--- config.mk ---
export PLATFORM = sky130hd
export DESIGN_NAME = line_update
export DESIGN_NICKNAME = d
export VERILOG_FILES = /design/src/cache_geom_pkg.sv /design/src/cache_types_pkg.sv /design/src/line_update.sv
export SDC_FILE = /design/constraint.sdc
export NUM_CORES = 2
export LEC_CHECK = 0
export BUFFER_PORTS_ARGS = -buffer_cell sky130_fd_sc_hd__buf_2
export CORE_AREA = 5 5 567 569
export DETAILED_ROUTE_END_ITERATION = 16
export DIE_AREA = 0 0 572 574
export SYNTH_ARGS = -nofsm -noshare
export SYNTH_HDL_FRONTEND = slang
export SYNTH_SLANG_ARGS = --single-unit
--- constraint.sdc ---
create_clock -name vclk -period 3
set_input_delay 0.15 -clock vclk [all_inputs]
set_output_delay 0.15 -clock vclk [all_outputs]
set_load 0.01 [all_outputs]
--- src/cache_geom_pkg.sv ---
// sizes of the read cache
// everything that splits an address or sizes an array lives here
package cache_geom_pkg;

	// ========================================
	// address split
	// ========================================

	// width of a bus address
	localparam int adr_w = 32;

	// first address bit above the byte offset inside a line
	localparam int lo_bit = 4;

	// the set index sits directly above the byte offset
	localparam int set_bits = 6;
	localparam int num_sets = 64;

	// ========================================
	// ways and lines
	// ========================================

	localparam int num_ways = 4;
	localparam int way_idx_w = 2;
	localparam int line_bytes = 16;
	localparam int line_w = 128;

	// the tag keeps every bit from lo_bit upward, set index included,
	// so a tag compare alone decides a hit
	localparam int tag_w = adr_w - lo_bit;

endpackage
--- src/cache_types_pkg.sv ---
// record types shared by the stores, the matchers and the merge logic
package cache_types_pkg;

	import cache_geom_pkg::*;

	// ========================================
	// line storage
	// ========================================

	// one way of a set: tag, dirty mark and the line itself
	typedef struct packed {
		logic [tag_w-1:0] tag;
		logic modified;
		logic [line_w-1:0] data;
	} way_line_t;

	// all ways of one set, element 0 is the most recently loaded way
	typedef way_line_t [num_ways-1:0] cache_set_t;

	// one valid bit per way, same order as cache_set_t
	typedef logic [num_ways-1:0] way_valid_t;

	// ========================================
	// update port
	// ========================================

	// operation carried on up_op
	// load fills a line after a miss, write merges bytes into a hit,
	// invalidate drops the hitting way
	typedef enum logic [1:0] {
		op_load,
		op_write,
		op_invalidate
	} update_op_t;

endpackage

--- src/line_update.sv ---
// next contents of one set for a load, a write or an invalidate
// purely combinational, stored only when the sequencer commits
module line_update
	import cache_geom_pkg::*;
	import cache_types_pkg::*;
(
	input  update_op_t op,
	input  logic [adr_w-1:0] adr,
	input  logic [line_bytes-1:0] sel,
	input  logic [line_w-1:0] dat,
	input  cache_set_t set_in,
	input  way_valid_t valid_in,
	input  logic hit,
	input  logic [way_idx_w-1:0] hit_way,
	output cache_set_t set_out,
	output way_valid_t valid_out
);

	// ========================================
	// write merge
	// ========================================

	way_line_t hit_entry;
	way_line_t merged_entry;

	assign hit_entry = set_in[hit_way];

	// byte enables pick between the request data and the stored line,
	// the tag stays because the line was hit
	always_comb begin
		merged_entry = hit_entry;
		for (int b = 0; b < line_bytes; b++) begin
			if (sel[b]) begin
				merged_entry.data[b*8 +: 8] = dat[b*8 +: 8];
			end
		end
		// any write to a line marks it dirty, even with no byte enabled
		merged_entry.modified = 1'b1;
	end

	// ========================================
	// set contents
	// ========================================

	// everything defaults to the current contents, so a miss on write
	// or invalidate writes the set back unchanged
	always_comb begin
		set_out = set_in;
		valid_out = valid_in;
		case (op)
			op_load: begin
				// ways move up by one, the old top way falls out
				for (int w = num_ways - 1; w > 0; w--) begin
					set_out[w] = set_in[w-1];
				end
				set_out[0].tag = adr[adr_w-1:lo_bit];
				set_out[0].modified = 1'b0;
				set_out[0].data = dat;
				// valid bits follow their lines and the new line is valid
				valid_out = {valid_in[num_ways-2:0], 1'b1};
			end
			op_write: begin
				if (hit) begin
					set_out[hit_way] = merged_entry;
				end
			end
			op_invalidate: begin
				// the line data is left in place, only the valid bit drops
				if (hit) begin
					valid_out[hit_way] = 1'b0;
				end
			end
			default: begin
				set_out = set_in;
				valid_out = valid_in;
			end
		endcase
	end

endmodule

==> flow_summary.toml <==
[outcome]
result_of_the_run = "finished, final reports clean"

[cells_and_area]
nFillCells = 37398
register_area_um2 = 0
area_growth_pct = 88.46
layout.clock_buffers = 0
multiInputGateArea_um2 = 13750
num-nets-final = 4447
numSequentialCells = 0
layout-drive-gt1-share = 0.5790
finish.utilization = 0.09020

[timing]
timing.slew.headroom = 0.5050
final_setup_violations = 0
period_minus_slack_ps = 2654
final-max-slew-violation-count = 0
rsz0062_at_grt = "no"
fin_tns_setup_ps = 0
worst-slew-pin-transition_ps = 739.7
worst_hold_slack_ps = 569.9
final_critical_path_setup_slack_ps = 345.8
max_clock_freq_mhz = 376.8
portion_of_the_clock_cycle_consumed_by_the_worst_path_in_the_final_layout = 0.8847
hold_viol = 0

[placed_design]
gpl.final_weighted_congestion = 1.046
dp_hpwl_um = 294800
pre_cts_slack_ps = 308.7
numPortBuffers = 1441

[detailed_routing]
drc_violations_left = 0
detail_routed_via_count_per_cell = 3.676
drtIter0Drc = 2843
detailroute.via_count = 28998
routed_wirelength_um = 321500
routed_wire_length_per_instance_um = 40.76
antenna_violating_nets_post_route = 0
drt_first_pass_iters = 9

[worst_setup_path]
crit_path_end_kind = "primary output"
cp.arrival_ps = 2500
crit_path_top_delay_cell = "sky130_fd_sc_hd__a2bb2oi_1"
cp.required_ps = 2850
critical-path-max-stage-delay_ps = 600
crit_path_max_fanout = 39
setup.worst_path.class = "in -> out"
cp.buffers_inverters = 3
crit_path_start_kind = "primary input"
crit_path_cell_trace = "buf_8, nand3_4, buf_4, a2bb2oi_1, o221a_2, buf_2"
worst_path_dominant_cell_family = "buffers and inverters"

[clock_tree]
hold_buffers = 0
cts.repair_timing.setup_buffer_count = 0
post_cts_resize_count = 0

[power]
p_leak_nw = 12.02
vdd.ir_drop.worst_mv = 0.1113
pwr_density_nw_per_um2 = 220.1
report.power.total_mw = 6.279

[global_route]
grt_util_met1 = 0.2028
grt_first_pass_wirelength_um = 381000
grt_overflow_total = 0
number_of_global_route_vias_before_repair = 26493
use_met2 = 0.2788
globalRoute.busiestLayer = "met2"
groute.usage.overall = 0.1842
grt_antenna_before_repair = 341
largest_net_degree_at_the_start_of_global_routing = 97
gr_met3_demand_resource = 0.1315

[floorplanning]
ioPinCount = 1445
core-area_um2 = 316200
chipHeight_um = 574
floorplan.initialDensity = 0.04786
die_w_um = 572
num_rows = 207
total_die_area_um2 = 328300

[synthesis]
synth_xor_area_frac = 0
postSynthNetCount = 3099
synthDistinctLibCells = 53
synth_fa_ha_area_frac = 0
yosysSeqAreaShare = 0
synthCells = 2286
synthMuxAreaShare = 0.1889
synthesis.area_per_instance_um2 = 6.621
combinational_family_with_the_most_area_after_synthesis = "compound AO/OA/AOI/OAI gates"
yosys_warnings = 0
post_synthesis_compound_gate_area_fraction = 0.4125
synthesis.area_um2 = 15140
synthesized_area_fraction_occupied_by_and_or_nand_nor_cells = 0.3042

[worst_hold_path]
holdCritPathClass = "in -> out"

[job]
maxCapViolations = 0
per-layer routing:
metal	up-vias	wire [um]
met5	-	1583
met4	230	14050
met3	722	55190
met2	2453	133600
met1	14032	117100
li1	11561	-
area by class of cell:
class,count,area share
tap,4180,0.1833
inverter,119,0.01566
antenna,76,0.006667
multi-input combinational,1949,0.4819
timing repair buffer,1564,0.3124
synthesized netlist by cell type (15+ instances only):
cell type,n,area [um2]
sky130_fd_sc_hd__nand3b_1,33,247.7
sky130_fd_sc_hd__mux2_2,245,2759
sky130_fd_sc_hd__nand3_1,31,155.2
sky130_fd_sc_hd__o21ai_0,119,595.6
sky130_fd_sc_hd__a221oi_1,115,1007
sky130_fd_sc_hd__buf_2,83,415.4
sky130_fd_sc_hd__o221a_2,240,2703
sky130_fd_sc_hd__nand4bb_1,16,180.2
sky130_fd_sc_hd__clkbuf_1,116,435.4
sky130_fd_sc_hd__a22oi_1,116,870.8
sky130_fd_sc_hd__o211a_1,15,150.1
sky130_fd_sc_hd__nor2_1,250,938.4
sky130_fd_sc_hd__inv_1,117,439.2
sky130_fd_sc_hd__nand2_1,467,1753
sky130_fd_sc_hd__or3_1,125,782.0
sky130_fd_sc_hd__a21oi_2,27,236.5
sky130_fd_sc_hd__nand4b_1,32,280.3
worst min-delay path, stage by stage:
cell and delay [ps]:
sky130_fd_sc_hd__buf_2 70, sky130_fd_sc_hd__nand2_1 40, sky130_fd_sc_hd__nand2_1 40, sky130_fd_sc_hd__buf_2 120
metrics by stage:
stage / std cells / area, um2
5_1_grt: 7852 / 28430
6_report: 7888 / 28520
2_1_floorplan: 2286 / 15140
3_5_place_dp: 7812 / 28330
3_3_place_gp: 7812 / 28330
4_1_cts: 7812 / 28330
placed cells by master, fill, tap and decap left out, types with 5 or more instances in the layout:
master	netlist	layout
sky130_fd_sc_hd__buf_2	83	1406
sky130_fd_sc_hd__nand2_1	467	467
sky130_fd_sc_hd__nor2_1	250	249
sky130_fd_sc_hd__mux2_2	245	245
sky130_fd_sc_hd__o221a_2	240	240
sky130_fd_sc_hd__or3_1	125	125
sky130_fd_sc_hd__o21ai_0	119	119
sky130_fd_sc_hd__inv_1	117	117
sky130_fd_sc_hd__a22oi_1	116	116
sky130_fd_sc_hd__a221oi_1	115	115
sky130_fd_sc_hd__buf_4	12	101
sky130_fd_sc_hd__diode_2	0	76
sky130_fd_sc_hd__buf_12	0	53
sky130_fd_sc_hd__nand3b_1	33	33
sky130_fd_sc_hd__nand4b_1	32	32
sky130_fd_sc_hd__nand3_1	31	31
sky130_fd_sc_hd__a21oi_2	27	27
sky130_fd_sc_hd__nand4bb_1	16	16
sky130_fd_sc_hd__o211a_1	15	15
sky130_fd_sc_hd__nand4_1	12	12
sky130_fd_sc_hd__a21oi_1	12	11
sky130_fd_sc_hd__o22a_1	11	11
sky130_fd_sc_hd__a2bb2oi_2	11	11
sky130_fd_sc_hd__mux2i_1	10	10
sky130_fd_sc_hd__o311ai_0	7	7
sky130_fd_sc_hd__o221a_1	6	6
sky130_fd_sc_hd__o31ai_1	5	5
sky130_fd_sc_hd__nand3_2	5	5
sky130_fd_sc_hd__a2bb2oi_1	5	5
logic make-up (layout without fill, tap and decap cells):
kind of cell | after synthesis | in the layout
other | 0 | 76
multiplexers | 255 | 255
buffers and inverters | 337 | 1683
AO/OA/AOI/OAI | 707 | 707
AND/OR/NAND/NOR | 987 | 987
final timing paths:
check | cells past startpoint | start | to
worst max-delay path | 6 | hit_way[1] | set_out[491]
worst min-delay path | 4 | adr[8] | set_out[133]
power breakdown:
part	total (mW)	switching (mW)	leakage [nW]	internal, mW
Sequential	0	0	0	0
Clock	0.00000285	0	0.000482	0.00000285
Combinational	6.28	4.19	12.0	2.08
No activity file was read; power rests on OpenSTA's default activity.
