[config.mk]
export PLATFORM = sky130hd
export DESIGN_NAME = way_match
export DESIGN_NICKNAME = d
export VERILOG_FILES = /design/src/cache_geom_pkg.sv /design/src/cache_types_pkg.sv /design/src/way_match.sv
export SDC_FILE = /design/constraint.sdc
export NUM_CORES = 1
export LEC_CHECK = 0
export ABC_AREA = 0
export BUFFER_PORTS_ARGS = -buffer_cell sky130_fd_sc_hd__buf_2
export CELL_PAD_IN_SITES_DETAIL_PLACEMENT = 0
export CELL_PAD_IN_SITES_GLOBAL_PLACEMENT = 1
export CORE_AREA = 2 2 313 315
export DETAILED_ROUTE_END_ITERATION = 10
export DIE_AREA = 0 0 315 317
export PLACE_DENSITY = 0.33
export SLEW_MARGIN = 20
export SYNTH_ARGS = -nofsm -noshare
export SYNTH_HDL_FRONTEND = slang
export SYNTH_SLANG_ARGS = --single-unit
[constraint.sdc]
create_clock -name vclk -period 3.4
set_clock_uncertainty 0.2 [all_clocks]
set_input_delay 0.68 -clock vclk [all_inputs]
set_output_delay 0.68 -clock vclk [all_outputs]
set_load 0.02 [all_outputs]
[src/cache_geom_pkg.sv]
// sizes of the read cache
// everything that splits an address or sizes an array lives here
package cache_geom_pkg;

	// ========================================
	// address split
	// ========================================

	// width of a bus address
	localparam int adr_w = 32;

	// first address bit above the byte offset inside a line
	localparam int lo_bit = 4;

	// the set index sits directly above the byte offset
	localparam int set_bits = 6;
	localparam int num_sets = 64;

	// ========================================
	// ways and lines
	// ========================================

	localparam int num_ways = 4;
	localparam int way_idx_w = 2;
	localparam int line_bytes = 16;
	localparam int line_w = 128;

	// the tag keeps every bit from lo_bit upward, set index included,
	// so a tag compare alone decides a hit
	localparam int tag_w = adr_w - lo_bit;

endpackage
[src/cache_types_pkg.sv]
// record types shared by the stores, the matchers and the merge logic
package cache_types_pkg;

	import cache_geom_pkg::*;

	// ========================================
	// line storage
	// ========================================

	// one way of a set: tag, dirty mark and the line itself
	typedef struct packed {
		logic [tag_w-1:0] tag;
		logic modified;
		logic [line_w-1:0] data;
	} way_line_t;

	// all ways of one set, element 0 is the most recently loaded way
	typedef way_line_t [num_ways-1:0] cache_set_t;

	// one valid bit per way, same order as cache_set_t
	typedef logic [num_ways-1:0] way_valid_t;

	// ========================================
	// update port
	// ========================================

	// operation carried on up_op
	// load fills a line after a miss, write merges bytes into a hit,
	// invalidate drops the hitting way
	typedef enum logic [1:0] {
		op_load,
		op_write,
		op_invalidate
	} update_op_t;

endpackage

[src/way_match.sv]
// tag compare for one set
// combinational, fed by a store read port and the address that was read
module way_match
	import cache_geom_pkg::*;
	import cache_types_pkg::*;
(
	input  cache_set_t set_in,
	input  way_valid_t valid_in,
	input  logic [adr_w-1:0] adr,
	output logic hit,
	output logic [way_idx_w-1:0] hit_way,
	output logic [line_w-1:0] hit_line
);

	logic [num_ways-1:0] way_hit;

	// a way hits only when it holds a valid line with the same tag
	always_comb begin
		for (int w = 0; w < num_ways; w++) begin
			way_hit[w] = valid_in[w] && (set_in[w].tag == adr[adr_w-1:lo_bit]);
		end
	end

	// ========================================
	// way select
	// ========================================

	// walk from the top way down so the lowest hitting way wins
	always_comb begin
		hit_way = '0;
		for (int w = num_ways - 1; w >= 0; w--) begin
			if (way_hit[w]) begin
				hit_way = way_idx_w'(w);
			end
		end
	end

	assign hit = |way_hit;

	// a miss returns an all-zero line
	assign hit_line = hit ? set_in[hit_way].data : '0;

	// the selected way must hold the requested tag and be valid
	always_comb begin
		if (hit) begin
			assert (valid_in[hit_way] && set_in[hit_way].tag == adr[adr_w-1:lo_bit])
				else $error("way_match picked way %0d which does not hit", hit_way);
		end
	end

endmodule

==> flow_metrics.env, run 1 <==
export IMPL_outcome="finished with violations"
export IMPL_violations="setup timing"
export IMPL_relSlewSlack_pct=57.9
export IMPL_die_h_um=317
export IMPL_routed_via_density=3.38
export IMPL_postRouteAntennaNets=0
export IMPL_drcViolationCount=0
export IMPL_power_density_nw_per_um2=55.2
export IMPL_grt_pass1_wl_um=83100
export IMPL_crit_chain="clkbuf_4 > xnor2_2 > nand4_1 > or4_4 > a2bb2o_4 > buf_12 > buf_12 > nand2_8 > buf_16 > buf_4 > mux2i_1 > mux2i_2 > buf_4"
export IMPL_port_buffers=787
export IMPL_finalWirelength_um=64200
export IMPL_crit_path_max_incr_delay_ns=0.46
export IMPL_synth_area_um2=6280
export IMPL_core_um2=96300
export IMPL_drt_iter0_markers=265
export IMPL_grt_max_degree=63
export IMPL_dieArea_um2=99900
export IMPL_seq_area_um2=0
export IMPL_cp_top_family="buffers and inverters"
export IMPL_rows=114
export IMPL_die_w_um=315
export IMPL_cp_start_kind="primary input"
export IMPL_worstSetupPathType="primary input to output pin"
export IMPL_maxCapViolCount=0
export IMPL_synth_distinct_cells=21
export IMPL_grt_pass1_vias=10700
export IMPL_nClkBuffers=0
export IMPL_grt_total_usage_pct=11.7
export IMPL_hold_buffers=0
export IMPL_globalRouteMet2Util_pct=22.8
export IMPL_grt_use_met1_pct=13.7
export IMPL_fill_cells=11100
export IMPL_flow_area_growth_from_synthesis_pct=143
export IMPL_drv_slew=0
export IMPL_end_kind="output pin"
export IMPL_crit_arrival_ns=3.17
export IMPL_grt_overflow=0
export IMPL_p_leak_nw=7.38
export IMPL_ir_drop_mv=0.0503
export IMPL_gp_congestion=0.847
export IMPL_antenna_found_initial=36
export IMPL_setup_violations=131
export IMPL_dpl_cell_area_um2=13300
export IMPL_start_util_pct=6.52
export IMPL_hpwl_um=54000
export IMPL_grtUsageMet3_pct=2.28
export IMPL_hold_violations=0
export IMPL_via_count=9893
export IMPL_setup_tns_final_ns=-73.70
export IMPL_fin_area_um2=15300
export IMPL_fin_ws_ns=-0.645
export IMPL_synth_area_per_cell_um2=8.17
export IMPL_worst_pin_slew_ns=0.632
export IMPL_fin_crit_sh_pct=119
export IMPL_io_pins=795
export IMPL_nets=2312
export IMPL_final_min_clock_period_ns=4.05
export IMPL_hold_path_class="primary input to output pin"
export IMPL_grt_busiest_layer="met2"
export IMPL_finalPower_uw=843
export IMPL_routedWlPerCell_um=21.9
export IMPL_crit_buf_inv=6
export IMPL_yosys_warnings=0
export IMPL_rsz0062_at_grt="true"
export IMPL_cp_data_required_time_ns=2.52
export IMPL_seq_cell_count=0
export IMPL_cp_slowest_cell="or4_4"
export IMPL_fmax_ghz=0.247
export IMPL_drive_gt1_share_pct=73.3
export IMPL_first_pass_iters=4
export IMPL_seq_area_frac_synth_pct=0
export IMPL_cp_max_fo=15
export IMPL_synth_nets=1432
export IMPL_multiInputGateArea_um2=6980
export IMPL_syn_inst=768
-- what timing repair did --
action / in CTS / in global routing
buffers inserted: 13 / 15
gates cloned: 6 / 4
setup endpoints to repair: 131 / 131
pin swaps: 17 / 17
gates resized for setup: 263 / 125
-- stage by stage --
step           instances  util, %  hold WS (ns)  setup slack [ns]
2_1_floorplan        768        -          1.41           -0.0256
3_3_place_gp        2885     13.8          1.60             -1.13
3_5_place_dp        2885     13.8          1.60             -1.13
4_1_cts             2904     15.1          1.58            -0.682
5_1_grt             2923     15.9          1.60            -0.756
6_report            2928     15.9          1.58            -0.645
-- Yosys cell counts (all sizes together), types with 2 or more instances --
library cell / count / share of area, %
a21boi: 128 / 15
buf: 48 / 7.9
clkbuf: 45 / 2.7
mux2i: 256 / 41
nand2: 8 / 0.52
nand3: 2 / 0.16
nand4: 148 / 15
nor2: 2 / 0.12
nor4: 13 / 1.3
xnor2: 75 / 10
xor2: 37 / 5.2
-- cell families (layout without fill, tap and decap cells) --
family          Yosys count  in the layout  share of synthesized area (%)
mux                     256            256                           40.8
simple gates            175            175                           17.1
compound gates          131            131                           15.8
xor+xnor                112            112                           15.6
buf+inv                  94            972                           10.6
other cells               0              6                              0
-- where the power goes --
part | internal (mW) | leakage [nW] | switching (mW) | total (mW)
sequential | 0 | 0 | 0 | 0
combinational | 0.485 | 7.38 | 0.358 | 0.843
clock | 0.000000238 | 0.0000380 | 0 | 0.000000238
-- area by class of cell --
type               instances  share of cell area, %
well taps               1276                   10.5
multi-input cells        674                   45.7
repair buffers           971                   43.7
diodes                     6                 0.0983
inverters                  1                 0.0246
-- tightest hold or removal path, delay by kind of cell --
kind / cells / cell delay [ns]
compound gates: 1 / 0.06
mux: 1 / 0.13
buf+inv: 2 / 0.23
-- cells in the final DEF, fill, tap and decap left out, types with 8 or more instances in the layout --
cell type  count
buf_4        222
xor2_1        34
mux2i_4       28
buf_12        37
mux2i_1       85
buf_6         41
a21boi_2      13
a21boi_0      79
nand4_1      148
mux2i_2      143
buf_8          8
xnor2_1       42
buf_2        643
xnor2_2       31
a21boi_1      35
buf_16        12
-- layer usage --
layer  wire, um  vias up
met1      24800     4604
li1           -     4728
met3       4590       56
met4        673        2
met2      34200      503
met5         16        -
-- path summary, 6_finish.rpt --
| path | from | endpoint | slack [ns] | cells past startpoint |
|---|---|---|---|---|
| max | adr[14] | hit_line[72] | -0.65 | 13 |
| min | set_in[118] | hit_line[118] | 1.58 | 4 |
No activity file was read; power rests on OpenSTA's default activity.
==> run 2: changes to the inputs <==
--- a/config.mk
+++ b/config.mk
@@ -13,6 +13,8 @@
 export DETAILED_ROUTE_END_ITERATION = 10
 export DIE_AREA = 0 0 315 317
 export PLACE_DENSITY = 0.33
+export RECOVER_POWER = 100
+export SETUP_SLACK_MARGIN = 0.2
 export SLEW_MARGIN = 20
 export SYNTH_ARGS = -nofsm -noshare
 export SYNTH_HDL_FRONTEND = slang
==> run 2 against run 1 <==
  * The run still ends with setup timing left
  * Clock-buffer cell count unchanged
  * Sequential share of layout area unchanged
  * Final area up 3.3%
  * Utilization up 0.53 points
  * Critical path depth unchanged
  * First-iteration DRC count up 35%
  * Combinational power down 4.7%
  * Non-clock buffer count up 21
  * Die area unchanged
  * Wire length up 2.4%
  * Critical endpoint is now hit_line[17]
  * Largest cell class is now buffers
==> flow_metrics.env, run 2 (synthesis results as in run 1) <==
export IMPL_rsz0062_at_grt="true"
export IMPL_hold_violations=0
export IMPL_setup_tns_final_ns=-81.22
export IMPL_flow_area_growth_from_synthesis_pct=151
export IMPL_start_util_pct=6.52
export IMPL_critPathMostFrequentCell="buf_6"
export IMPL_cp_start_kind="primary input"
export IMPL_die_w_um=315
export IMPL_fin_ws_ns=-0.729
export IMPL_crit_chain="buf_8 > buf_6 > xnor2_2 > nand4_1 > or4_4 > a2bb2o_4 > buf_12 > nand2_8 > buf_16 > buf_6 > mux2i_1 > mux2i_2 > buf_4"
export IMPL_cp_max_fo=32
export IMPL_ir_drop_mv=0.0396
export IMPL_crit_arrival_ns=3.25
export IMPL_gp_congestion=0.854
export IMPL_nClkBuffers=0
export IMPL_via_count=10100
export IMPL_finalWirelength_um=65800
export IMPL_maxCapViolCount=0
export IMPL_final_common_cell="buf_2"
export IMPL_rows=114
export IMPL_fmax_ghz=0.242
export IMPL_cp_slowest_cell="or4_4"
export IMPL_seq_cell_count=0
export IMPL_grt_total_usage_pct=12.0
export IMPL_nets=2333
export IMPL_relSlewSlack_pct=52.1
export IMPL_antenna_found_initial=34
export IMPL_hpwl_um=52600
export IMPL_cp_top_family="buffers and inverters"
export IMPL_worst_pin_slew_ns=0.719
export IMPL_grt_max_degree=58
export IMPL_routed_via_density=3.41
export IMPL_seq_area_um2=0
export IMPL_worstSetupPathType="primary input to output pin"
export IMPL_violations="setup timing"
export IMPL_crit_buf_inv=6
export IMPL_dieArea_um2=99900
export IMPL_power_density_nw_per_um2=50.9
export IMPL_drt_iter0_markers=358
export IMPL_drv_slew=0
export IMPL_outcome="finished with violations"
export IMPL_grt_pass1_vias=10900
export IMPL_final_cell_mix="buf_2, buf_4, nand4_1"
export IMPL_hold_path_class="primary input to output pin"
export IMPL_stdcell_count=2957
export IMPL_postRouteAntennaNets=0
export IMPL_fin_crit_sh_pct=121
export IMPL_hold_worst_slack_ns=1.57
export IMPL_drive_gt1_share_pct=73.3
export IMPL_drcViolationCount=0
export IMPL_post_route_util_pct=16.4
export IMPL_die_h_um=317
export IMPL_core_um2=96300
export IMPL_port_buffers=787
export IMPL_hold_buffers=0
export IMPL_routedWlPerCell_um=22.2
export IMPL_fill_cells=11000
export IMPL_io_pins=795
export IMPL_grt_overflow=0
export IMPL_setup_violations=131
export IMPL_cp_data_required_time_ns=2.52
export IMPL_final_min_clock_period_ns=4.13
export IMPL_grt_pass1_wl_um=84800
export IMPL_first_pass_iters=4
export IMPL_crit_path_max_incr_delay_ns=0.56
export IMPL_p_leak_nw=7.71
export IMPL_end_kind="output pin"
export IMPL_placed_cells=2890
## run 2: stage by stage
stage,power (mW),setup slack [ns],instance area (um2)
after floorplan,0.211,-0.0256,7090
after global placement,0.735,-1.16,13300
after detailed placement,0.737,-1.15,13300
after CTS,0.792,-0.736,15100
after global routing,0.872,-0.808,15800
final,0.803,-0.729,15800
## run 2: path summary, 6_finish.rpt
path / from / to / slack (ns) / cells past startpoint
worst max-delay path: adr[19] / hit_line[17] / -0.73 / 13
worst min-delay path: set_in[25] / hit_line[25] / 1.57 / 4
## run 2: power breakdown
| group | internal (mW) | switching, mW | total, mW |
|---|---|---|---|
| clock | 0.000000517 | 0 | 0.000000517 |
| combinational | 0.456 | 0.347 | 0.803 |
| sequential | 0 | 0 | 0 |
| total | 0.456 | 0.347 | 0.803 |
## run 2: what timing repair did
action                                  CTS  global route
pin swaps                                27            18
cloned                                   15             5
resized for setup                       311           121
endpoints found under the setup margin  131           131
buffers inserted                         23            10
## run 2: tightest hold or removal path, stage by stage
cell and delay (ns):
buf_2 0.08, a21boi_2 0.05, mux2i_4 0.13, buf_6 0.14
## run 2: area by class of cell
cell class	count	area (um2)	share of cell area (%)
repair buffers	992	7160	45.4
multi-input cells	674	6990	44.3
diodes	14	35.0	0.222
well taps	1276	1600	10.1
inverters	1	3.75	0.0238
## run 2: metal layers
layer  routed length [um]  share of wire (%)  track usage, %  vias up
li1                     -                  -               -     4797
met1                25500                 39            13.5     4698
met2                34500                 52            22.7      508
met3                 4190                6.4            2.44       76
met4                 1500                2.3            3.04       10
met5                   82               0.12               0        -
