**config.mk**
```make
export PLATFORM = sky130hd
export DESIGN_NAME = set_store
export DESIGN_NICKNAME = d
export VERILOG_FILES = /design/src/cache_geom_pkg.sv /design/src/cache_types_pkg.sv /design/src/set_store.sv
export SDC_FILE = /design/constraint.sdc
export NUM_CORES = 1
export LEC_CHECK = 0
export BUFFER_PORTS_ARGS = -buffer_cell sky130_fd_sc_hd__buf_2
export CAP_MARGIN = 30
export CORE_UTILIZATION = 58
export CTS_CLUSTER_SIZE = 25
export DETAILED_ROUTE_END_ITERATION = 7
export PLACE_DENSITY = 0.82
export SKIP_LAST_GASP = 1
export SYNTH_ARGS = -nofsm -noshare
export SYNTH_HDL_FRONTEND = slang
export SYNTH_SLANG_ARGS = --single-unit
```
**constraint.sdc**
```tcl
create_clock -name wclk -period 4.7 [get_ports wclk]
set_input_delay 0.705 -clock wclk [delete_from_list [all_inputs] [get_ports wclk]]
set_output_delay 0.705 -clock wclk [all_outputs]
set_load 0.01 [all_outputs]
```
**src/cache_geom_pkg.sv**
```systemverilog
// sizes of the read cache
// everything that splits an address or sizes an array lives here
package cache_geom_pkg;

	// ========================================
	// address split
	// ========================================

	// width of a bus address
	localparam int adr_w = 32;

	// first address bit above the byte offset inside a line
	localparam int lo_bit = 4;

	// the set index sits directly above the byte offset
	localparam int set_bits = 6;
	localparam int num_sets = 64;

	// ========================================
	// ways and lines
	// ========================================

	localparam int num_ways = 4;
	localparam int way_idx_w = 2;
	localparam int line_bytes = 16;
	localparam int line_w = 128;

	// the tag keeps every bit from lo_bit upward, set index included,
	// so a tag compare alone decides a hit
	localparam int tag_w = adr_w - lo_bit;

endpackage
```
**src/cache_types_pkg.sv**
```systemverilog
// record types shared by the stores, the matchers and the merge logic
package cache_types_pkg;

	import cache_geom_pkg::*;

	// ========================================
	// line storage
	// ========================================

	// one way of a set: tag, dirty mark and the line itself
	typedef struct packed {
		logic [tag_w-1:0] tag;
		logic modified;
		logic [line_w-1:0] data;
	} way_line_t;

	// all ways of one set, element 0 is the most recently loaded way
	typedef way_line_t [num_ways-1:0] cache_set_t;

	// one valid bit per way, same order as cache_set_t
	typedef logic [num_ways-1:0] way_valid_t;

	// ========================================
	// update port
	// ========================================

	// operation carried on up_op
	// load fills a line after a miss, write merges bytes into a hit,
	// invalidate drops the hitting way
	typedef enum logic [1:0] {
		op_load,
		op_write,
		op_invalidate
	} update_op_t;

endpackage

```
**src/set_store.sv**
```systemverilog
// small register array addressed by set number
// one write port and two read ports, each read port has one cycle of latency
module set_store
	import cache_geom_pkg::*;
	import cache_types_pkg::*;
#(
	parameter type payload_t = way_valid_t
) (
	input  logic wclk,
	input  logic rst,
	input  logic we,
	input  logic [set_bits-1:0] wr_set,
	input  payload_t wr_payload,
	input  logic [set_bits-1:0] rd_set_a,
	input  logic [set_bits-1:0] rd_set_b,
	output payload_t rd_payload_a,
	output payload_t rd_payload_b
);

	payload_t mem [num_sets];

	// reset empties every set so that no stale valid bit survives
	always_ff @(posedge wclk) begin
		if (rst) begin
			for (int i = 0; i < num_sets; i++) begin
				mem[i] <= '0;
			end
		end else if (we) begin
			mem[wr_set] <= wr_payload;
		end
	end

	// a read on the same edge as a write returns the old entry
	always_ff @(posedge wclk) begin
		rd_payload_a <= mem[rd_set_a];
		rd_payload_b <= mem[rd_set_b];
	end

	// the sequencer is back in idle one edge into reset,
	// so nothing may be committed while reset is held
	assert property (@(posedge wclk) rst |=> !we)
		else $error("set_store written during reset");

endmodule

```
==> results of run 1 <==
## cells in the final DEF (no fill, tap or decap), types with 2 or more instances in the layout
cell type,netlist,layout
clkinv_1,0,7
bufinv_16,0,2
buf_2,20,30
a22oi_1,9,9
a2111oi_2,3,3
clkinv_2,0,6
buf_4,4,15
and3_1,65,65
clkbuf_16,0,29
nor2_1,59,59
nor3_1,9,8
or2_2,49,49
nand2_1,20,20
a22o_1,4,4
mux2i_1,19,19
o21ai_0,9,9
o22ai_1,21,21
o211ai_1,2,2
o221ai_1,9,9
dfxtp_1,8,8
mux2_2,10,10
o22a_1,2,2
clkbuf_1,58,8
nand3b_1,5,5
a21o_1,16,16
nand3_1,14,14
a31oi_1,6,6
a221o_1,2,2
nor2b_1,14,14
buf_12,1,2
mux4_2,124,124
nand2b_1,10,10
and2_1,195,195
diode_2,0,2
edfxtp_1,256,256
a21oi_1,5,5
## worst max-delay path: cells and delay by family
kind | cells | cell delay [ns]
simple gates | 1 | 0.13
buf+inv | 2 | 1.04
mux | 2 | 0.79
compound gates | 2 | 0.22
## kinds of logic after synthesis
| group | share of synthesized area |
|---|---|
| flops | 0.5380 |
| simple gates | 0.1748 |
| buf+inv | 0.02882 |
| compound gates | 0.04607 |
| mux | 0.2122 |
## registers in the layout (all words and copies together), names as in the netlist
| register | flops |
|---|---|
| mem | 256 |
| rd_payload_b | 4 |
| rd_payload_a | 4 |
## power by group
part	switching (uW)	internal [uW]	total, uW
Sequential	87.7	2710	2800
Clock	886	1230	2120
Combinational	339	281	620
Total	1310	4220	5540
## cell type report
| cell class | instances | area [sq um] |
|---|---|---|
| Tap cell | 324 | 405.4 |
| Timing Repair Buffer | 48 | 330.3 |
| Fill cell | 1698 | 8680 |
| Antenna cell | 2 | 5.005 |
| Sequential cell | 264 | 7848 |
| Clock buffer | 37 | 755.7 |
| Multi-Input combinational cell | 687 | 6322 |
| Clock inverter | 15 | 116.4 |
## layer usage
layer | vias up | GRT usage | part of all wire
li1 | 3985 | - | -
met1 | 4717 | 0.3786 | 0.36
met2 | 571 | 0.4726 | 0.49
met3 | 107 | 0.06818 | 0.11
met4 | 2 | 0.09567 | 0.038
met5 | - | 0 | 0.00033
## path summary, 6_finish.rpt
path	start	to	slack (ns)	cells after the start
worst min register to register	mem[37][1]	rd_payload_b[1]	0.86	4
worst min-delay path	rd_set_a[5]	rd_payload_a[3]	0.47	2
worst max-delay path	rd_set_a[0]	rd_payload_a[2]	2.16	7
worst max register to register	mem[1][2]	rd_payload_b[2]	2.85	5
## through the flow
step                std cells  setup WS, ns  power [uW]  area (sq um)  hold slack [ns]
floorplan                1044         2.421        3240         14590           0.7618
global placement         1320         1.517        3425         14840           0.8374
detailed placement       1323         1.627        3452         14910           0.8406
CTS                      1375         2.190        5531         15780           0.4542
global route             1375         2.033        5661         15780           0.4800
finish                   1377         2.164        5535         15780           0.4714
==> summary.md, run 1 <==
| Metric | Value |
|---|---|
| Actual slew at the worst max-slew pin | `1.139 ns` |
| Max Fclk | `394.3 MHz` |
| Via Count | `9382` |
| Power Density | `350.7 nW/um^2` |
| Post-synth EDFFs | `256` |
| Slew headroom | `0.2408` |
| Final Hold Vio Count | `0` |
| Largest net degree at the start of global routing | `65` |
| Post-CTS Resized | `0` |
| Ys async rst share | `0` |
| Total GRT Usage | `0.2873` |
| Final Cycle Share | `0.5397` |
| Die Ht | `160.6 um` |
| WP data arrival | `2.95 ns` |
| Critical path cell sequence | `buf_4, buf_4, mux4_2, mux2i_1, nand3_1, o211ai_1, o21ai_0` |
| Final min period | `2.536 ns` |
| Static Leak | `0.005662 uW` |
| Max incr delay on CP | `0.65 ns` |
| Clk buf depth | `3` |
| Hold Crit Class | `in2reg` |
| IO Pins | `33` |
| Syn Std Cell Area | `14590 sq um` |
| Antenna violations before repair | `2` |
| CP Capture Type | `flip-flop` |
| Worst-path cell with the longest stage delay | `buf_4` |
| Share of cells above drive strength 1 | `0.2607` |
| CP max FO | `46` |
| Final nets | `1054` |
| Post-synth net total | `1069` |
| Worst Setup Start Kind | `input port` |
| GP Congestion | `0.8784` |
| Vias in the first global route | `9175` |
| Area Overhead vs Synth | `8.209%` |
| Setup CP Type | `in2reg` |
| Synth unique cells | `39` |
| CTS tree | `yes` |
| RSZ-0062 raised after global routing | `false` |
| CP Data Required Time | `5.11 ns` |
| Hold_buf cts | `0` |
| IO buf count | `32` |
| Top cells by area, synth | `edfxtp_1 (53%), mux4_2 (19%), and2_1 (8.4%)` |
| Post-route ant nets | `0` |
| Status | `completed` |
| Post-synth top cells | `edfxtp_1 (256), and2_1 (195), mux4_2 (124)` |
| Mapped Cells | `1044` |
| First-pass GRT wire length | `54780 um` |
| HPWL Detailed | `24870 um` |
| DRT Pass-1 Iters | `5` |
| Yosys warning total | `0` |
| Iteration-0 DRC Markers | `1228` |
| Chip Width | `160.6 um` |
| Syn_area_per_cell | `13.97 sq um` |
| Clk_lat worst skew | `0.55 ns` |
| Post-route setup TNS | `0 ns` |
| Final Core Density | `0.6452` |
| Post-DR wirelength/cell | `26.43 um` |
| Htree depth | `1` |
| CP most frequent cell | `buf_4` |
| Peak supply drop | `336.8 uV` |
| Synthesis-stage register bit count | `264` |
| Sink Count | `264` |
| Gr ovfl total | `0` |
| Via density per instance | `6.813` |
| Yosys top cell area share | `0.5271` |
| Clk slew on worst S/H paths | `0.06 ns` |
| Clk_skew | `0.01546 ns` |
| Root Driver | `clkbuf_16` |
| Fin. max-slew vios | `0` |
| Number of max-cap violations | `0` |
| Yosys top cell by area | `edfxtp_1` |
| Detailed-route wire length | `36400 um` |
| Placeable Area | `24460 sq um` |
| Initial Util | `0.5962` |
| Register area share after synthesis | `0.5380` |
| Number of cell rows | `57` |
| Final setup violation count | `0` |
| CTS buffer count | `28` |
| Die area | `25780 sq um` |
| DRC Markers | `0` |
| Setup bufs post-CTS | `0` |
| Synth Flop Type | `edfxtp_1` |
| Most frequent cell after synthesis | `edfxtp_1` |
Note: power is estimated with default switching activity, not from simulation.
==> inputs of run 2 (changes only) <==
Settings changed: ABC_AREA from default to 1, CORE_UTILIZATION 58 to 57, PLACE_DENSITY 0.82 to 0.83.
Clock period 4.7 ns to 2.3 ns, I/O delays scaled along.
==> run 2 against run 1 <==
Compared with the run above: area after synthesis rose by 0.99%; critical path depth fell by 1; worst hold slack got worse by 0.37 ns; critical endpoint is now mem[25][0]; non-clock buffer count rose by 48; combinational power rose by 140%; clock-buffer cell count fell by 4; synthesized cell count rose by 84%; highest routed layer is now met4; wire length rose by 25%; setup slack got worse by 1.5 ns; largest cell class unchanged.
==> summary.md, run 2 <==
| Metric | Value |
|---|---|
| Hold Path End | `rd_payload_b[2]` |
| Die area | `26490 sq um` |
| Placed cell count | `2203` |
| Final Hold Vio Count | `0` |
| Via Count | `14058` |
| Setup CP Type | `in2reg` |
| Antenna violations before repair | `2` |
| Chip Width | `162.8 um` |
| Most frequent cell after synthesis | `nand2_1` |
| Critical path cell sequence | `buf_2, inv_2, nor4_2, buf_4, nand2_1, nand2_1` |
| Yosys warning total | `0` |
| Hold Crit Class | `in2reg` |
| Most frequent cells in the layout | `nand2_1 (774), nand3_1 (432), nor2_1 (262)` |
| Syn Std Cell Area | `14730 sq um` |
| DRC Markers | `0` |
| Initial Util | `0.5832` |
| RSZ-0062 raised after global routing | `false` |
| WP data arrival | `1.85 ns` |
| Worst Setup Start Kind | `input port` |
| Clk_lat worst skew | `0.56 ns` |
| Placeable Area | `25250 sq um` |
| Ys async rst share | `0` |
| Post-synth net total | `1941` |
| Worst-path cell with the longest stage delay | `nor4_2` |
| Hold depth | `3` |
| Clk slew on worst S/H paths | `0.07 ns` |
| Setup bufs post-CTS | `0` |
| Yosys top cell by area | `edfxtp_1` |
| Biggest regs | `mem (256), rd_payload_a (4), rd_payload_b (4)` |
| IO Pins | `33` |
| Min-delay src | `rd_set_b[5]` |
| CP Data Required Time | `2.54 ns` |
| CP max FO | `9` |
| Seq pwr share | `0.471` |
| CTS buffer count | `28` |
| Via density per instance | `6.229` |
| Number of max-cap violations | `0` |
| Root Driver | `clkbuf_16` |
| Most flops, register | `mem` |
| Switch Pwr | `3157 uW` |
| IO buf count | `32` |
| HPWL Detailed | `29230 um` |
| Synthesis-stage register bit count | `264` |
| Detailed-route wire length | `45380 um` |
| Iteration-0 DRC Markers | `2775` |
| CP most frequent cell | `nand2_1` |
| Post-DR wirelength/cell | `20.11 um` |
| Number of cell rows | `58` |
| Synth Flop Type | `edfxtp_1` |
| Power Density | `738.4 nW/um^2` |
| Vias in the first global route | `13201` |
| Status | `completed` |
| CTS tree | `yes` |
| Max Fclk | `622.8 MHz` |
| Post-route ant nets | `0` |
| Share of cells above drive strength 1 | `0.08316` |
| Commonest non-fill, non-tap cell in the layout | `nand2_1` |
| Final Cycle Share | `0.6981` |
| Worst R2R Path Depth | `8` |
| Clk_skew | `0.01093 ns` |
| Syn_area_per_cell | `7.687 sq um` |
| Area Overhead vs Synth | `11.32%` |
| Top cells by area, synth | `edfxtp_1 (52%), nand2_1 (20%), nand3_1 (15%)` |
| First-pass GRT wire length | `70450 um` |
| Final min period | `1.606 ns` |
| Peak supply drop | `637.1 uV` |
| Sink Count | `264` |
| Logic pwr share | `0.124` |
| Max incr delay on CP | `0.42 ns` |
| DRT Pass-1 Iters | `6` |
| Htree depth | `1` |
| Clk buf depth | `3` |
| Yosys top cell area share | `0.5219` |
| Post-synth top cells | `nand2_1 (774), nand3_1 (432), nor2_1 (262)` |
| Cell Int Power | `8950 uW` |
| Slew headroom | `0.3585` |
| Total GRT Usage | `0.3479` |
| Die Ht | `162.8 um` |
| Post-synth EDFFs | `256` |
| Register area share after synthesis | `0.5328` |
| Post-CTS Resized | `0` |
| Final nets | `1928` |
| GP Congestion | `0.9424` |
| Final setup violation count | `0` |
| Post-route setup TNS | `0 ns` |
| Max FFs per register | `256` |
| Layout Cells excl Fill | `2257` |
| Switching part of the total | `0.2608` |
| Clk network pwr share | `0.405` |
| Static Leak | `0.006926 uW` |
| Actual slew at the worst max-slew pin | `0.9622 ns` |
| Worst r2r src | `mem[11][3]` |
| R2R Setup Slk | `0.91 ns` |
| R2R Path End | `rd_payload_b[3]` |
| Hold_buf cts | `0` |
| Gr ovfl total | `0` |
| CP Capture Type | `flip-flop` |
| Synth unique cells | `14` |
| Largest net degree at the start of global routing | `77` |
| Mapped Cells | `1916` |
| Fin. max-slew vios | `0` |
## run 2: cells by family after synthesis
group                  Yosys count  share of synthesized area
buffers and inverters          163                    0.04298
DFF                            264                     0.5328
and+or+nand+nor               1489                     0.4242
## run 2: worst max-delay path by stage
stage,to,slack (ns),startpoint
2_1_floorplan,mem[10][0],0.53,wr_set[1]
3_3_place_gp,rd_payload_a[0],0.27,rd_set_a[1]
3_5_place_dp,rd_payload_a[3],0.26,rd_set_a[1]
4_1_cts,rd_payload_b[2],0.79,rd_payload_b[2]
5_1_grt,mem[25][0],0.68,wr_set[0]
6_report,mem[25][0],0.69,wr_set[0]
## run 2: per-stage QoR
stage / cell area, sq um / util / hold WS [ns] / total power [uW] / setup WS [ns]
3_3_place_gp: 15400 / 0.6097 / 0.6575 / 7199 / 0.2655
2_1_floorplan: 14730 / - / 0.4795 / 6695 / 0.5350
3_5_place_dp: 15400 / 0.6097 / 0.6598 / 7235 / 0.2593
5_1_grt: 16390 / 0.6490 / 0.1118 / 12410 / 0.6805
4_1_cts: 16390 / 0.6490 / 0.08671 / 12050 / 0.7935
6_report: 16400 / 0.6493 / 0.1021 / 12110 / 0.6945
## run 2: power by group through the flow
stage	Clock [uW]	Sequential (uW)	Combinational, uW
after floorplan	0	5730	961
after global placement	0	5790	1410
after detailed placement	0	5800	1440
after CTS	4900	5700	1450
after global routing	5060	5730	1620
final	4900	5710	1500
## run 2: final cells by class
| cell class | instances | area [sq um] |
|---|---|---|
| antenna | 3 | 7.507 |
| clock buffer | 33 | 740.7 |
| clock inverter | 18 | 251.5 |
| fill | 2083 | 8857 |
| inverter | 24 | 92.59 |
| multi-input combinational | 1489 | 6248 |
| sequential | 264 | 7848 |
| tap | 330 | 412.9 |
| timing repair buffer | 96 | 795.8 |
## run 2: metal layers
| layer | routed length [um] | vias to the layer above | part of all wire | track usage |
|---|---|---|---|---|
| li1 | - | 6343 | - | - |
| met1 | 16500 | 6373 | 0.36 | 0.4681 |
| met2 | 20500 | 1126 | 0.45 | 0.5455 |
| met3 | 6067 | 216 | 0.13 | 0.06162 |
| met4 | 2323 | 0 | 0.051 | 0.1699 |
| met5 | 0 | - | 0 | 0 |
## run 2: worst max-delay path, delay by kind of cell
family	cells	cell delay (ns)
buffers and inverters	3	0.71
and+or+nand+nor	3	0.80
==> inputs of run 3 (changes only) <==
Settings changed: ABC_AREA 1 to 0.
Clock period 2.3 ns to 1.41 ns, I/O delays scaled along.
==> run 3 against run 2 <==
Compared with the run above: the flow now finishes with violations (setup timing); cell area up 6.5%; sequential power up 64%; via count fell by 28%; critical path depth is 2 lower; first-iteration DRC count decreased by 51%; sequential share of layout area is 2.9 points lower; global-route usage is 3.2 points lower; setup slack worse by 1.1 ns; combinational power up 65%; utilization increased by 4.6 points; register-to-register slack got worse by 1.3 ns; clock power is 48% higher; critical path type is now reg2reg; highest routed layer unchanged.
==> summary.md, run 3 (synthesis gave the netlist of run 1 again) <==
| Metric | Value |
|---|---|
| Placed Area | `16450 sq um` |
| CTS buffer count | `28` |
| Gr ovfl total | `0` |
| Final nets | `1219` |
| Multi-input gate area | `6550 sq um` |
| Final WS setup | `-0.4313 ns` |
| Actual slew at the worst max-slew pin | `0.7087 ns` |
| WP data arrival | `2.27 ns` |
| Min-delay src | `rd_set_a[3]` |
| Commonest non-fill, non-tap cell in the layout | `edfxtp_1` |
| Via Count | `10171` |
| Worst R2R Path Depth | `4` |
| Peak supply drop | `967.7 uV` |
| DRT Pass-1 Iters | `6` |
| CP Capture Type | `flip-flop` |
| Share of cells above drive strength 1 | `0.3927` |
| R2R Path End | `rd_payload_b[3]` |
| IO Pins | `33` |
| Final min period | `1.841 ns` |
| Critical path cell sequence | `mux4_2, a2111oi_2, nor3_1, a22o_1` |
| Placeable Area | `25110 sq um` |
| Most flops, register | `mem` |
| Chip Width | `162.0 um` |
| Setup CP Type | `reg2reg` |
| Htree depth | `1` |
| Worst r2r src | `mem[4][3]` |
| Worst-path cell with the longest stage delay | `mux4_2` |
| Initial Util | `0.5809` |
| Final hold slack | `0.1156 ns` |
| # fillers | `1626` |
| Max FFs per register | `256` |
| Max Fclk | `543.1 MHz` |
| Clk slew on worst S/H paths | `0.06 ns` |
| Post-DR wirelength/cell | `25.99 um` |
| Final Cycle Share | `1.306` |
| Clk buf depth | `3` |
| Via density per instance | `6.592` |
| Vias in the first global route | `10311` |
| Antenna violations before repair | `1` |
| GP Congestion | `0.9658` |
| CP max FO | `2` |
| Final Hold Vio Count | `0` |
| Static Leak | `0.006586 uW` |
| Sink Count | `264` |
| RSZ-0062 raised after global routing | `true` |
| HPWL Detailed | `28440 um` |
| Biggest regs | `mem (256), rd_payload_a (4), rd_payload_b (4)` |
| Post-route ant nets | `0` |
| Failing checks | `setup timing` |
| IO buf count | `32` |
| DRC Markers | `0` |
| CTS tree | `yes` |
| Register Area | `7848 sq um` |
| Fin. max-slew vios | `0` |
| Hold Crit Class | `in2reg` |
| Detailed-route wire length | `40100 um` |
| Design Area, Final | `17460 sq um` |
| Hold Path End | `rd_payload_a[2]` |
| Max incr delay on CP | `0.50 ns` |
| Worst Setup Start Kind | `flip-flop` |
| Die area | `26230 sq um` |
| Die Ht | `162.0 um` |
| Most frequent cells in the layout | `edfxtp_1 (256), and2_1 (195), buf_4 (163)` |
| Area Overhead vs Synth | `19.69%` |
| R2R Setup Slk | `-0.43 ns` |
| Clk_skew | `0.01332 ns` |
| Hold depth | `4` |
| Root Driver | `clkbuf_16` |
| First-pass GRT wire length | `61200 um` |
| Clk_lat worst skew | `0.55 ns` |
| Final setup violation count | `8` |
| Number of cell rows | `58` |
| Total GRT Usage | `0.3162` |
| Largest net degree at the start of global routing | `65` |
| Slew headroom | `0.5275` |
| Number of max-cap violations | `0` |
| CP Data Required Time | `1.84 ns` |
| Iteration-0 DRC Markers | `1358` |
| Status | `finished with violations` |
| Power Density | `1093 nW/um^2` |
## run 3: final cells by class
cell class                      instances  area share
Tap cell                              330     0.02365
Sequential cell                       264      0.4495
Clock buffer                           35     0.04286
Timing Repair Buffer                  213      0.1006
Clock inverter                         13    0.008028
Multi-Input combinational cell        687      0.3752
Antenna cell                            1   0.0001433
## run 3: stage by stage
| stage | cells | setup WS (ns) | util | power (uW) | setup TNS (ns) |
|---|---|---|---|---|---|
| 2_1_floorplan | 1044 | -0.2296 | - | 10870 | -2.985 |
| 3_3_place_gp | 1492 | -0.6303 | 0.6552 | 11750 | -106.53 |
| 3_5_place_dp | 1492 | -0.7097 | 0.6552 | 11840 | -122.77 |
| 4_1_cts | 1541 | -0.4171 | 0.6927 | 19030 | -2.372 |
| 5_1_grt | 1543 | -0.4664 | 0.6952 | 19510 | -3.015 |
| 6_report | 1543 | -0.4313 | 0.6952 | 19080 | -2.602 |
## run 3: worst max path at each step
| stage | startpoint | end | slack (ns) | cells past startpoint |
|---|---|---|---|---|
| after global routing | mem[56][1] | rd_payload_a[1] | -0.47 | 5 |
| after floorplan | rd_set_b[0] | rd_payload_b[0] | -0.23 | 6 |
| after CTS | mem[1][3] | rd_payload_b[3] | -0.42 | 5 |
| after detailed placement | rd_set_b[0] | rd_payload_b[3] | -0.71 | 6 |
| final | mem[4][3] | rd_payload_b[3] | -0.43 | 4 |
| after global placement | rd_set_b[0] | rd_payload_b[3] | -0.63 | 6 |
## run 3: power breakdown
group	internal (uW)	switching, uW	leakage (uW)
logic	1210	1260	0.00366
clock network	4270	2990	0.000429
registers	9040	307	0.00250
total	14500	4560	0.00659
## run 3: routing by layer
metal | global-route usage | routed length, um
met4 | 0.1437 | 2179
met3 | 0.05133 | 4039
met5 | 0 | 0
met1 | 0.4223 | 14490
met2 | 0.5140 | 19380
## run 3: worst max-delay path, delay by kind of cell, from the launching register on
kind	cells	cell delay [ns]
compound gates	2	0.70
flops	1	0.43
mux	1	0.50
simple gates	1	0.09
## run 3: repair_timing
item	CTS	global route
gates cloned	0	0
buffers inserted	3	1
hold endpoints to repair	3	0
pin swaps	10	5
hold buffers	1	0
resized for setup	13	10
endpoints found under the setup margin	12	12
